File: src/hdl/bus_pkg.sv
// Memory bus types
package bus_pkg;

  typedef logic [15:0] addr_t;
  typedef logic [7:0]  data_t;

  // Reset vector location, little endian
  localparam addr_t reset_vec_lo = 16'hFFFC;
  localparam addr_t reset_vec_hi = 16'hFFFD;

endpackage

File: src/hdl/isa_pkg.sv
// 6502 subset instruction set definitions
package isa_pkg;

  // ----------------------------------------------------------------------
  // Opcodes, standard 6502 encodings
  // ----------------------------------------------------------------------
  localparam logic [7:0] opc_lda_imm = 8'hA9;
  localparam logic [7:0] opc_ldx_imm = 8'hA2;
  localparam logic [7:0] opc_ldy_imm = 8'hA0;
  localparam logic [7:0] opc_lda_abs = 8'hAD;
  localparam logic [7:0] opc_ldx_abs = 8'hAE;
  localparam logic [7:0] opc_ldy_abs = 8'hAC;
  localparam logic [7:0] opc_sta_abs = 8'h8D;
  localparam logic [7:0] opc_stx_abs = 8'h8E;
  localparam logic [7:0] opc_sty_abs = 8'h8C;
  localparam logic [7:0] opc_adc_abs = 8'h6D;
  localparam logic [7:0] opc_and_abs = 8'h2D;
  localparam logic [7:0] opc_ora_abs = 8'h0D;
  localparam logic [7:0] opc_eor_abs = 8'h4D;
  localparam logic [7:0] opc_asl_acc = 8'h0A;
  localparam logic [7:0] opc_lsr_acc = 8'h4A;
  localparam logic [7:0] opc_rol_acc = 8'h2A;
  localparam logic [7:0] opc_ror_acc = 8'h6A;
  localparam logic [7:0] opc_clc_imp = 8'h18;
  localparam logic [7:0] opc_sec_imp = 8'h38;
  localparam logic [7:0] opc_nop_imp = 8'hEA;
  localparam logic [7:0] opc_jmp_abs = 8'h4C;

  // 19 operations need 5 bits
  typedef enum logic [4:0] {
    op_lda, op_ldx, op_ldy, op_sta, op_stx, op_sty,
    op_adc, op_and, op_ora, op_eor,
    op_asl, op_lsr, op_rol, op_ror,
    op_clc, op_sec, op_nop, op_jmp, op_bad
  } op_kind_t;

  // Accumulator forms count as implied
  typedef enum logic [1:0] {
    mode_imp, mode_imm, mode_abs
  } addr_mode_t;

  typedef enum logic [2:0] {
    alu_add, alu_and, alu_or, alu_xor, alu_sr
  } alu_op_t;

endpackage

File: src/hdl/exec_if.sv
// Sequencer to execute stage link
interface exec_if;
  import bus_pkg::*;
  import isa_pkg::*;

  // One-cycle strobe, registers update on the edge that ends it
  logic     issue;
  op_kind_t op;
  data_t    operand;
  // Register selected for stores
  data_t    store_data;

  modport seq (
    output issue,
    output op,
    output operand,
    input  store_data
  );

  modport exec (
    input  issue,
    input  op,
    input  operand,
    output store_data
  );

endinterface

File: src/hdl/opcode_decoder.sv
// Opcode decode table
module opcode_decoder (
  input  bus_pkg::data_t      opcode,
  output isa_pkg::op_kind_t   op,
  output isa_pkg::addr_mode_t mode
);
  import isa_pkg::*;

  // Operation kind
  always_comb begin
    case (opcode)
      opc_lda_imm: op = op_lda;
      opc_ldx_imm: op = op_ldx;
      opc_ldy_imm: op = op_ldy;
      opc_lda_abs: op = op_lda;
      opc_ldx_abs: op = op_ldx;
      opc_ldy_abs: op = op_ldy;
      opc_sta_abs: op = op_sta;
      opc_stx_abs: op = op_stx;
      opc_sty_abs: op = op_sty;
      opc_adc_abs: op = op_adc;
      opc_and_abs: op = op_and;
      opc_ora_abs: op = op_ora;
      opc_eor_abs: op = op_eor;
      opc_asl_acc: op = op_asl;
      opc_lsr_acc: op = op_lsr;
      opc_rol_acc: op = op_rol;
      opc_ror_acc: op = op_ror;
      opc_clc_imp: op = op_clc;
      opc_sec_imp: op = op_sec;
      opc_nop_imp: op = op_nop;
      opc_jmp_abs: op = op_jmp;
      default:     op = op_bad;
    endcase
  end

  // Addressing mode, implied unless listed
  always_comb begin
    case (opcode)
      opc_lda_imm, opc_ldx_imm, opc_ldy_imm: mode = mode_imm;
      opc_lda_abs, opc_ldx_abs, opc_ldy_abs,
      opc_sta_abs, opc_stx_abs, opc_sty_abs,
      opc_adc_abs, opc_and_abs, opc_ora_abs,
      opc_eor_abs, opc_jmp_abs:              mode = mode_abs;
      default:                               mode = mode_imp;
    endcase
  end

endmodule

File: src/hdl/alu.sv
// 8-bit arithmetic and logic unit
module alu (
  input  isa_pkg::alu_op_t op,
  input  bus_pkg::data_t   a,
  input  bus_pkg::data_t   b,
  input  logic             carry_in,
  output bus_pkg::data_t   y,
  output logic             carry_out
);
  import isa_pkg::*;

  always_comb begin
    y         = '0;
    carry_out = 1'b0;
    case (op)
      alu_add: begin
        {carry_out, y} = {1'b0, a} + {1'b0, b} + {8'b0, carry_in};
      end
      alu_and: y = a & b;
      alu_or:  y = a | b;
      alu_xor: y = a ^ b;
      alu_sr: begin
        // Carry in enters at the top
        y         = {carry_in, a[7:1]};
        carry_out = a[0];
      end
      default: begin
        y = '0;
      end
    endcase
  end

endmodule

File: src/hdl/sequencer.sv
// Fetch and instruction sequencing
module sequencer (
  input  logic           clk,
  input  logic           resetn,
  input  bus_pkg::data_t rd_data,
  output bus_pkg::addr_t address,
  output bus_pkg::data_t wr_data,
  output logic           wr_enable,
  exec_if.seq            ex
);
  import bus_pkg::*;
  import isa_pkg::*;

  typedef enum logic [7:0] {
    st_reset    = 8'b0000_0001,
    st_vec_lo   = 8'b0000_0010,
    st_vec_hi   = 8'b0000_0100,
    st_fetch    = 8'b0000_1000,
    st_decode   = 8'b0001_0000,
    st_abs_addr = 8'b0010_0000,
    st_abs_data = 8'b0100_0000,
    st_halt     = 8'b1000_0000
  } state_t;

  state_t     state;
  addr_t      pc;
  data_t      ir;
  data_t      operand_lo;
  op_kind_t   op;
  addr_mode_t mode;
  logic       is_store;

  opcode_decoder u_decoder (
    .opcode (ir),
    .op     (op),
    .mode   (mode)
  );

  assign is_store = (op == op_sta) || (op == op_stx) || (op == op_sty);

  // ----------------------------------------------------------------------
  // Execute stage handoff
  // ----------------------------------------------------------------------
  // Short forms issue in decode, absolute loads and ALU ops in the data cycle
  assign ex.issue   = ((state == st_decode) && (mode != mode_abs) && (op != op_bad)) ||
                      ((state == st_abs_data) && !is_store);
  assign ex.op      = op;
  assign ex.operand = rd_data;
  assign wr_data    = ex.store_data;

  // ----------------------------------------------------------------------
  // State, PC and address bus
  // ----------------------------------------------------------------------
  always_ff @(posedge clk) begin
    if (!resetn) begin
      state     <= st_reset;
      address   <= reset_vec_lo;
      wr_enable <= 1'b0;
    end else begin
      case (state)
        st_reset: begin
          state <= st_vec_lo;
        end
        st_vec_lo: begin
          pc[7:0] <= rd_data;
          address <= reset_vec_hi;
          state   <= st_vec_hi;
        end
        st_vec_hi: begin
          pc[15:8] <= rd_data;
          address  <= {rd_data, pc[7:0]};
          state    <= st_fetch;
        end
        st_fetch: begin
          ir      <= rd_data;
          address <= pc + 16'd1;
          state   <= st_decode;
        end
        st_decode: begin
          if (op == op_bad) begin
            state <= st_halt;
          end else if (mode == mode_abs) begin
            operand_lo <= rd_data;
            address    <= pc + 16'd2;
            state      <= st_abs_addr;
          end else if (mode == mode_imm) begin
            pc      <= pc + 16'd2;
            address <= pc + 16'd2;
            state   <= st_fetch;
          end else begin
            pc      <= pc + 16'd1;
            address <= pc + 16'd1;
            state   <= st_fetch;
          end
        end
        st_abs_addr: begin
          address <= {rd_data, operand_lo};
          if (op == op_jmp) begin
            pc    <= {rd_data, operand_lo};
            state <= st_fetch;
          end else begin
            // Store strobe covers the data cycle only
            wr_enable <= is_store;
            state     <= st_abs_data;
          end
        end
        st_abs_data: begin
          wr_enable <= 1'b0;
          pc        <= pc + 16'd3;
          address   <= pc + 16'd3;
          state     <= st_fetch;
        end
        default: begin
          state <= st_halt;
        end
      endcase
    end
  end

endmodule

File: src/hdl/exec_unit.sv
// Register file and execute stage
module exec_unit (
  input logic  clk,
  input logic  resetn,
  exec_if.exec ex
);
  import bus_pkg::*;
  import isa_pkg::*;

  data_t   acc;
  data_t   x_reg;
  data_t   y_reg;
  logic    carry;

  alu_op_t alu_op;
  data_t   alu_a;
  data_t   alu_b;
  logic    alu_cin;
  data_t   alu_y;
  logic    alu_cout;

  // ----------------------------------------------------------------------
  // ALU operand mapping
  // ----------------------------------------------------------------------
  always_comb begin
    alu_op  = alu_add;
    alu_a   = acc;
    alu_b   = ex.operand;
    alu_cin = carry;
    case (ex.op)
      // Left shifts are A plus A
      op_asl: begin
        alu_b   = acc;
        alu_cin = 1'b0;
      end
      op_rol: alu_b = acc;
      op_lsr: begin
        alu_op  = alu_sr;
        alu_cin = 1'b0;
      end
      op_ror: alu_op = alu_sr;
      op_and: alu_op = alu_and;
      op_ora: alu_op = alu_or;
      op_eor: alu_op = alu_xor;
      default: begin
        alu_op = alu_add;
      end
    endcase
  end

  alu u_alu (
    .op        (alu_op),
    .a         (alu_a),
    .b         (alu_b),
    .carry_in  (alu_cin),
    .y         (alu_y),
    .carry_out (alu_cout)
  );

  // ----------------------------------------------------------------------
  // Register writeback on issue
  // ----------------------------------------------------------------------
  always_ff @(posedge clk) begin
    if (!resetn) begin
      acc   <= '0;
      x_reg <= '0;
      y_reg <= '0;
      carry <= 1'b0;
    end else if (ex.issue) begin
      case (ex.op)
        op_lda: acc   <= ex.operand;
        op_ldx: x_reg <= ex.operand;
        op_ldy: y_reg <= ex.operand;
        op_adc, op_asl, op_lsr, op_rol, op_ror: begin
          acc   <= alu_y;
          carry <= alu_cout;
        end
        // Carry untouched by logic ops
        op_and, op_ora, op_eor: acc <= alu_y;
        op_clc: carry <= 1'b0;
        op_sec: carry <= 1'b1;
        default: begin
          carry <= carry;
        end
      endcase
    end
  end

  // Store source
  always_comb begin
    case (ex.op)
      op_stx:  ex.store_data = x_reg;
      op_sty:  ex.store_data = y_reg;
      default: ex.store_data = acc;
    endcase
  end

endmodule

File: src/hdl/cpu_top.sv
// 6502 subset core top level
module cpu_top (
  input  logic           clk,
  input  logic           resetn,
  input  bus_pkg::data_t rd_data,
  output bus_pkg::addr_t address,
  output bus_pkg::data_t wr_data,
  output logic           wr_enable
);

  exec_if u_exec_if ();

  sequencer u_sequencer (
    .clk       (clk),
    .resetn    (resetn),
    .rd_data   (rd_data),
    .address   (address),
    .wr_data   (wr_data),
    .wr_enable (wr_enable),
    .ex        (u_exec_if.seq)
  );

  exec_unit u_exec_unit (
    .clk    (clk),
    .resetn (resetn),
    .ex     (u_exec_if.exec)
  );

endmodule

File: config.mk
export PLATFORM = sky130hd
export DESIGN_NAME = cpu_top
export DESIGN_NICKNAME = d
export VERILOG_FILES = /design/src/hdl/bus_pkg.sv /design/src/hdl/isa_pkg.sv /design/src/hdl/exec_if.sv /design/src/hdl/opcode_decoder.sv /design/src/hdl/alu.sv /design/src/hdl/sequencer.sv /design/src/hdl/exec_unit.sv /design/src/hdl/cpu_top.sv
export SDC_FILE = /design/constraint.sdc
export NUM_CORES = 1
export LEC_CHECK = 0
export ABC_AREA = 1
export BUFFER_PORTS_ARGS = -buffer_cell sky130_fd_sc_hd__buf_2
export CORE_AREA = 2 2 106 108
export CTS_BUF_LIST = sky130_fd_sc_hd__clkbuf_8
export CTS_CLUSTER_SIZE = 12
export DETAILED_ROUTE_END_ITERATION = 7
export DIE_AREA = 0 0 108 110
export PLACE_DENSITY_LB_ADDON = 0.2
export REMOVE_ABC_BUFFERS = 1
export SYNTH_ARGS = -nofsm -noshare
export SYNTH_HDL_FRONTEND = slang
export SYNTH_SLANG_ARGS = --single-unit
export TNS_END_PERCENT = 100
File: constraint.sdc
create_clock -name clk -period 3.9 [get_ports clk]
set_input_delay 0.195 -clock clk [delete_from_list [all_inputs] [get_ports clk]]
set_output_delay 0.195 -clock clk [all_outputs]
set_load 0.05 [all_outputs]
==> Word-level counts from Yosys, hierarchy flattened <==
Cells that the tools add are included.
{ "op_classes": {"add_sub_neg": 5, "eq_ne": 57, "muxes": 25, "bitwise_logic": 4, "n_reduce_logical": 36} }
{ "op_table": {"columns": ["operator", "n"], "rows": [
  ["16-bit two-way mux", 6],
  ["16-bit case mux with 6 select lines", 1],
  ["5-bit case mux with 18 select lines", 1],
  ["8-bit == test (second input constant)", 10],
  ["8-bit case mux with 4 select lines", 2],
  ["8-bit by 7-bit == test with 1-bit output (second input constant)", 6],
  ["8-bit case mux with 6 select lines", 1],
  ["5-bit by 4-bit == test with 1-bit output (second input constant)", 8],
  ["8-bit case mux with 5 select lines", 1],
  ["16-bit by 2-bit adder with 16-bit output (second input constant)", 2],
  ["8-bit by 6-bit == test with 1-bit output (second input constant)", 4],
  ["8-bit case mux with 2 select lines", 2],
  ["8-bit by 4-bit == test with 1-bit output (second input constant)", 3],
  ["5-bit by 3-bit == test with 1-bit output (second input constant)", 4],
  ["16-bit by 1-bit adder with 16-bit output (second input constant)", 1],
  ["8-bit by 5-bit == test with 1-bit output (second input constant)", 2],
  ["8-bit two-way mux", 2],
  ["2-bit AND reduction", 7],
  ["2-bit OR reduction", 7],
  ["3-bit case mux with 4 select lines", 1],
  ["11-bit OR reduction", 1],
  ["5-bit by 2-bit == test with 1-bit output (second input constant)", 2],
  ["5-bit == test (second input constant)", 2],
  ["5-bit AND reduction", 2],
  ["other kinds (37)", 49]
]} }
{ "totals": {"ff_bits": 82} }

==> Longest topological paths before layout <==
{ "depth": {"depth_word": 10, "ltp_mapped": 21, "ltp_nobuf": 19} }

==> Cells and area by module <==
From an unflattened synthesis, not the netlist that was laid out.
{ "hier_totals": {"hier_cells": 1096, "hier_area_um2": 6925.4} }
{ "by_module_without_submodules": {"columns": ["mod", "n_inst", "cells_per_inst", "area_each_um2"], "rows": [
  ["sequencer", 1, 642, 4280.4],
  ["exec_unit", 1, 218, 1413.9],
  ["alu", 1, 156, 822.0],
  ["opcode_decoder", 1, 80, 409.1]
]} }

==> Least setup slack after synthesis <==
Ideal clock, no wire load.
{ "synth_path": {"path_kind": "reg-to-reg", "from": "register u_sequencer.ir[0]", "to": "register u_exec_unit.acc[4]", "setup_ps": 113, "arrival_time_ps": 2867, "setup_slack_ps": 920, "stages_incl_launch_ff": 21, "path_buffers": 1, "synth_period_minus_slack_ps": 2980, "path_cell_list": "edfxtp_1 -> inv_1 -> nand2_1 -> nor2_1 -> o211ai_1 -> inv_1 -> clkbuf_1 -> nand2_1 -> o21ai_0 -> fa_1 -> inv_1 -> fa_1 -> inv_1 -> nand3_1 -> nand2_1 -> xnor2_1 -> nor2_1 -> nor2_1 -> nor2_1 -> nor2_1 -> nor2_1"} }
{ "synth_between": {"elab_chain_len": 10, "elab_cells_between_ends": 70, "cone_classes": "2 x add/sub; 38 x eq/ne; 7 x mux; 3 x bitwise; 20 x reduce/logical"} }
{ "synth_lines": {"columns": ["item", "line_no", "source"], "rows": [
  ["start: declaration", "sequencer.sv:27", "data_t ir;"],
  ["start signal: assignment", "sequencer.sv:75", "ir <= rd_data;"],
  ["8-bit == test", "opcode_decoder.sv:11, opcode_decoder.sv:39", null],
  ["2-bit OR reduction (no line)", null, null],
  ["5-bit case mux with 18 select lines", "opcode_decoder.sv:11", "case (opcode)"],
  ["5-bit by 4-bit == test with 1-bit output, or another cell as far along", "exec_unit.sv:30, exec_unit.sv:70", null],
  ["2-bit OR reduction (no line) / 1-bit logical OR (equally long branches)", null, null],
  ["8-bit two-way mux / 1-bit logical OR (equally long branches)", "exec_unit.sv:30, sequencer.sv:39", null],
  ["8-bit by 8-bit adder with 9-bit output / 1-bit zero test (equally long branches)", "alu.sv:17, sequencer.sv:46", null],
  ["9-bit by 1-bit adder with 9-bit output / 1-bit logical AND (equally long branches)", "alu.sv:17, sequencer.sv:46", null],
  ["8-bit case mux with 5 select lines / 1-bit logical OR (equally long branches)", "alu.sv:15, sequencer.sv:45", null],
  ["8-bit case mux with 2 select lines / 2-bit AND reduction (equally long branches)", null, null],
  ["end signal: assignment", "exec_unit.sv:71", "op_lda: acc <= ex.operand;"],
  ["end signal: assignment", "exec_unit.sv:75", "acc <= alu_y;"],
  ["end signal: assignment", "exec_unit.sv:79", "op_and, op_ora, op_eor: acc <= alu_y;"],
  ["end: declaration", "exec_unit.sv:10", "data_t acc;"]
]} }
Parallel ways exist; a longest one is shown, timed or not.
A chain may end at the register's enable or synchronous reset.

==> Worst setup path after layout <==
Ends and elaborated chain as after synthesis.

==> key figures <==
Outcome
  – Status: complete, no violations

Timing
  – Peak Freq: 0.300 GHz
  – Worst slew pin tran: 1.09 ns
  – Setup TNS: 0 ns
  – Pins over their slew limit: 0
  – Slew HR: 0.269
  – Final Skew: 0.0111 ns
  – Final critical-path required period: about 3.3 ns
  – Worst setup margin: about 0.57 ns
  – Fin. Hold Viols: 0
  – Crit share post-route: 0.854
  – Endpoints failing setup: 0
  – Unrepaired setup endpoints after global routing: no

Min path
  – Min-delay worst type: in -> reg
  – Worst hold stages: 1

Clocking
  – Number of setup buffers added after CTS: 0
  – Root buf cell: clkbuf_8
  – Cts hold-fix bufs: 0
  – Clock Sink Count: 82
  – Clock buffer depth: 2
  – TritonCTS clock tree: done
  – H-tree Lvls: 3
  – Latest clock arrival within the worst-skew pair: around 0.38 ns
  – Post-CTS Resized: 0
  – Clock-pin slew on the worst setup and hold paths: 0.09 ns
  – Number of CTS-inserted buffers: 9

Detailed routing
  – WL final: 19.5 mm
  – Vias per cell: 5.69
  – Drt drc: 0
  – Initial DRC count: 752
  – Drt pass-1 iters: 5
  – WL/cell: between 15 and 20 um
  – Antenna Violating Nets Remaining: 0
  – Detailed-route via count: 6,806

Setup path
  – Worst-path fanout max: 16
  – R2R depth: 19
  – Worst setup EP type: flip-flop
  – Critical Path RT: approximately 4.2 ns
  – CP Class: reg -> reg
  – Startpoint types: flip-flop
  – Crit path DAT: 3.61 ns

Global routing
  – GRT busiest layer: met2
  – First-pass GRT wire length: 31.0 mm
  – Tot GR Track Use: 0.341
  – Initial antenna violation count: 0
  – Largest net degree at the start of global routing: 41
  – Met2 usage in global routing: 0.496
  – Overflow left after global routing: 0
  – Met3 Usage GRT: 0.0629
  – Met1 Use GR: 0.493
  – Vias in the first global route: 5,941

Yosys
  – Post-synth EDFFs: 32
  – Ranking of synthesized cells by area: nand2_1 (20%), dfxtp_1 (16%), edfxtp_1 (15%), nand3_1 (8.2%), nor2_1 (8.1%)
  – Ys Warns: 0
  – Combinational family with the most area after synthesis: simple AND/OR/NAND/NOR gates
  – Seq/Total Area, Yosys: 0.309
  – Most common cell in the netlist: nand2_1
  – Post-synthesis cell count: between 1,000 and 1,500
  – Netlist cell types: 44
  – Synth Area in Compound Gates: 0.123
  – Mean Syn Cell Area: 6.26 um2
  – Asr flop ratio synth: 0
  – Commonest cells post-synth: nand2_1 (333), nor2_1 (136), nand3_1 (104)
  – Cell area after synthesis: 6340 um2
  – XOR/XNOR Fraction of Synth Area: 0.0235
  – Post-synthesis mux area share: 0
  – Largest area contributor in the netlist: nand2_1
  – Simple-gate portion of the synthesized area: 0.415
  – Dominant synthesized flop cell: dfxtp_1
  – Adder-cell area share of the yosys netlist: 0.0458
  – Synth top area share: 0.197
  – Number of synthesized register bits: 82

Final layout
  – Nets: between 1,000 and 1,500
  – Area Growth Syn to Fin: 8.72%
  – Utilization after layout: 0.644
  – Biggest regs: u_sequencer.address (16), u_sequencer.pc (16)
  – Post-Layout Cell Count: around 1,200
  – Share of layout cells above drive strength 1: 0.0938
  – Fill cell count: 1,026
  – Inserted Diodes: 0

Pwr
  – PD cells: 249 nW/um2
  – Power, Total: 1.71 mW
  – Comb pwr share: 0.084
  – Clk network pwr share: 0.388
  – Reg power frac: 0.528
  – Switching Power: between 400 and 500 uW
  – Sw frac: 0.270
  – Pleak: 3.16 nW
  – Worst VDD drop: 272 uV
  – Int Power: around 1.3 mW

Place
  – Dpl ws: 0.652 ns
  – Dpl hpwl: 14.2 mm
  – Placed Cells: ~1,200
  – I/O Buffers: 34
  – RD Place Congestion: 0.996

Floorplan
  – Initial core utilization: 0.593
  – DIE WIDTH: 108 um
  – Die Height: about 110 um
  – # IOs: 35
  – Rows: 38
  – CORE AREA: 10,700 um2
  – Die Area: 11,900 um2

Flow run
  – Max Cap Violations: 0
## power by group through the flow
stage	logic [mW]	clock network (mW)	registers, mW
finish	0.143	0.665	0.905
global route	0.157	0.693	0.906
CTS	0.142	0.667	0.905
detailed placement	0.141	0	0.925
global placement	0.140	0	0.924
floorplan	0.0655	0	0.948
## logic make-up after synthesis
group,after synthesis
AND/OR/NAND/NOR,626
AO/OA/AOI/OAI,134
buffers and inverters,132
flip-flops,82
adder cells (fa/ha/maj),22
XOR/XNOR,17
## final timing paths
kind                                      startpoint                   endpoint  slack (ns)
worst max-delay path               u_sequencer.ir[0]         u_exec_unit.acc[4]        0.57
worst min-delay path                      rd_data[6]  u_sequencer.operand_lo[6]        0.17
worst max register to register     u_sequencer.ir[0]         u_exec_unit.acc[4]        0.57
worst min register to register  u_exec_unit.y_reg[7]       u_exec_unit.y_reg[7]        0.47
## layout by cell type, fill, tap and decap left out, types with 4 or more instances in the layout
| cell type | synthesis | final |
|---|---|---|
| nand2_1 | 333 | 333 |
| nor2_1 | 136 | 136 |
| o221ai_1 | 4 | 4 |
| a21oi_1 | 55 | 55 |
| o21ai_0 | 38 | 38 |
| xor2_1 | 13 | 13 |
| o211ai_1 | 18 | 18 |
| clkbuf_8 | 0 | 10 |
| nand3b_1 | 5 | 5 |
| a211oi_1 | 4 | 4 |
| inv_2 | 8 | 8 |
| ha_1 | 20 | 20 |
| nand4_1 | 9 | 9 |
| nand2_2 | 10 | 10 |
| buf_4 | 2 | 18 |
| buf_2 | 10 | 34 |
| inv_1 | 99 | 99 |
| nor3_1 | 14 | 14 |
| xnor2_1 | 4 | 4 |
| dfxtp_1 | 50 | 50 |
| edfxtp_1 | 32 | 32 |
| nand3_1 | 104 | 104 |
## area by class of cell
type | instances | area (um2) | area share
Clock inverter | 6 | 63.8 | 0.00926
Clock buffer | 10 | 138 | 0.0200
Sequential cell | 82 | 1960 | 0.285
Tap cell | 140 | 175 | 0.0254
Timing Repair Buffer | 52 | 305 | 0.0443
Inverter | 107 | 402 | 0.0583
Multi-Input combinational cell | 799 | 3850 | 0.558
## layer usage
layer  share of wire  routed length (um)
met1            0.44                8540
met2            0.41                8010
met3            0.11                2160
met4           0.040                 782
met5               0                   0
## metrics by stage
stage               hold slack [ns]  cell area, um2
floorplan                     0.294            6210
finish                        0.171            6890
CTS                           0.151            6890
detailed placement            0.447            6690
global route                  0.153            6890
global placement              0.444            6690
## critical path, cell delays in order, from the launching register on
cell and delay [ns]:
edfxtp_1 0.44, inv_1 0.11, nand2_1 0.09, nor2_1 0.27
o211ai_1 0.18, inv_1 0.35, nand2_1 0.09, o21ai_0 0.19
fa_1 0.30, inv_1 0.06, fa_1 0.39, inv_1 0.09
nand3_1 0.07, nand2_1 0.12, xnor2_1 0.13, nor2_1 0.06
nor2_1 0.10, nor2_1 0.04, nor2_1 0.10, nor2_1 0.05
Power figures use the tool's default switching activity.
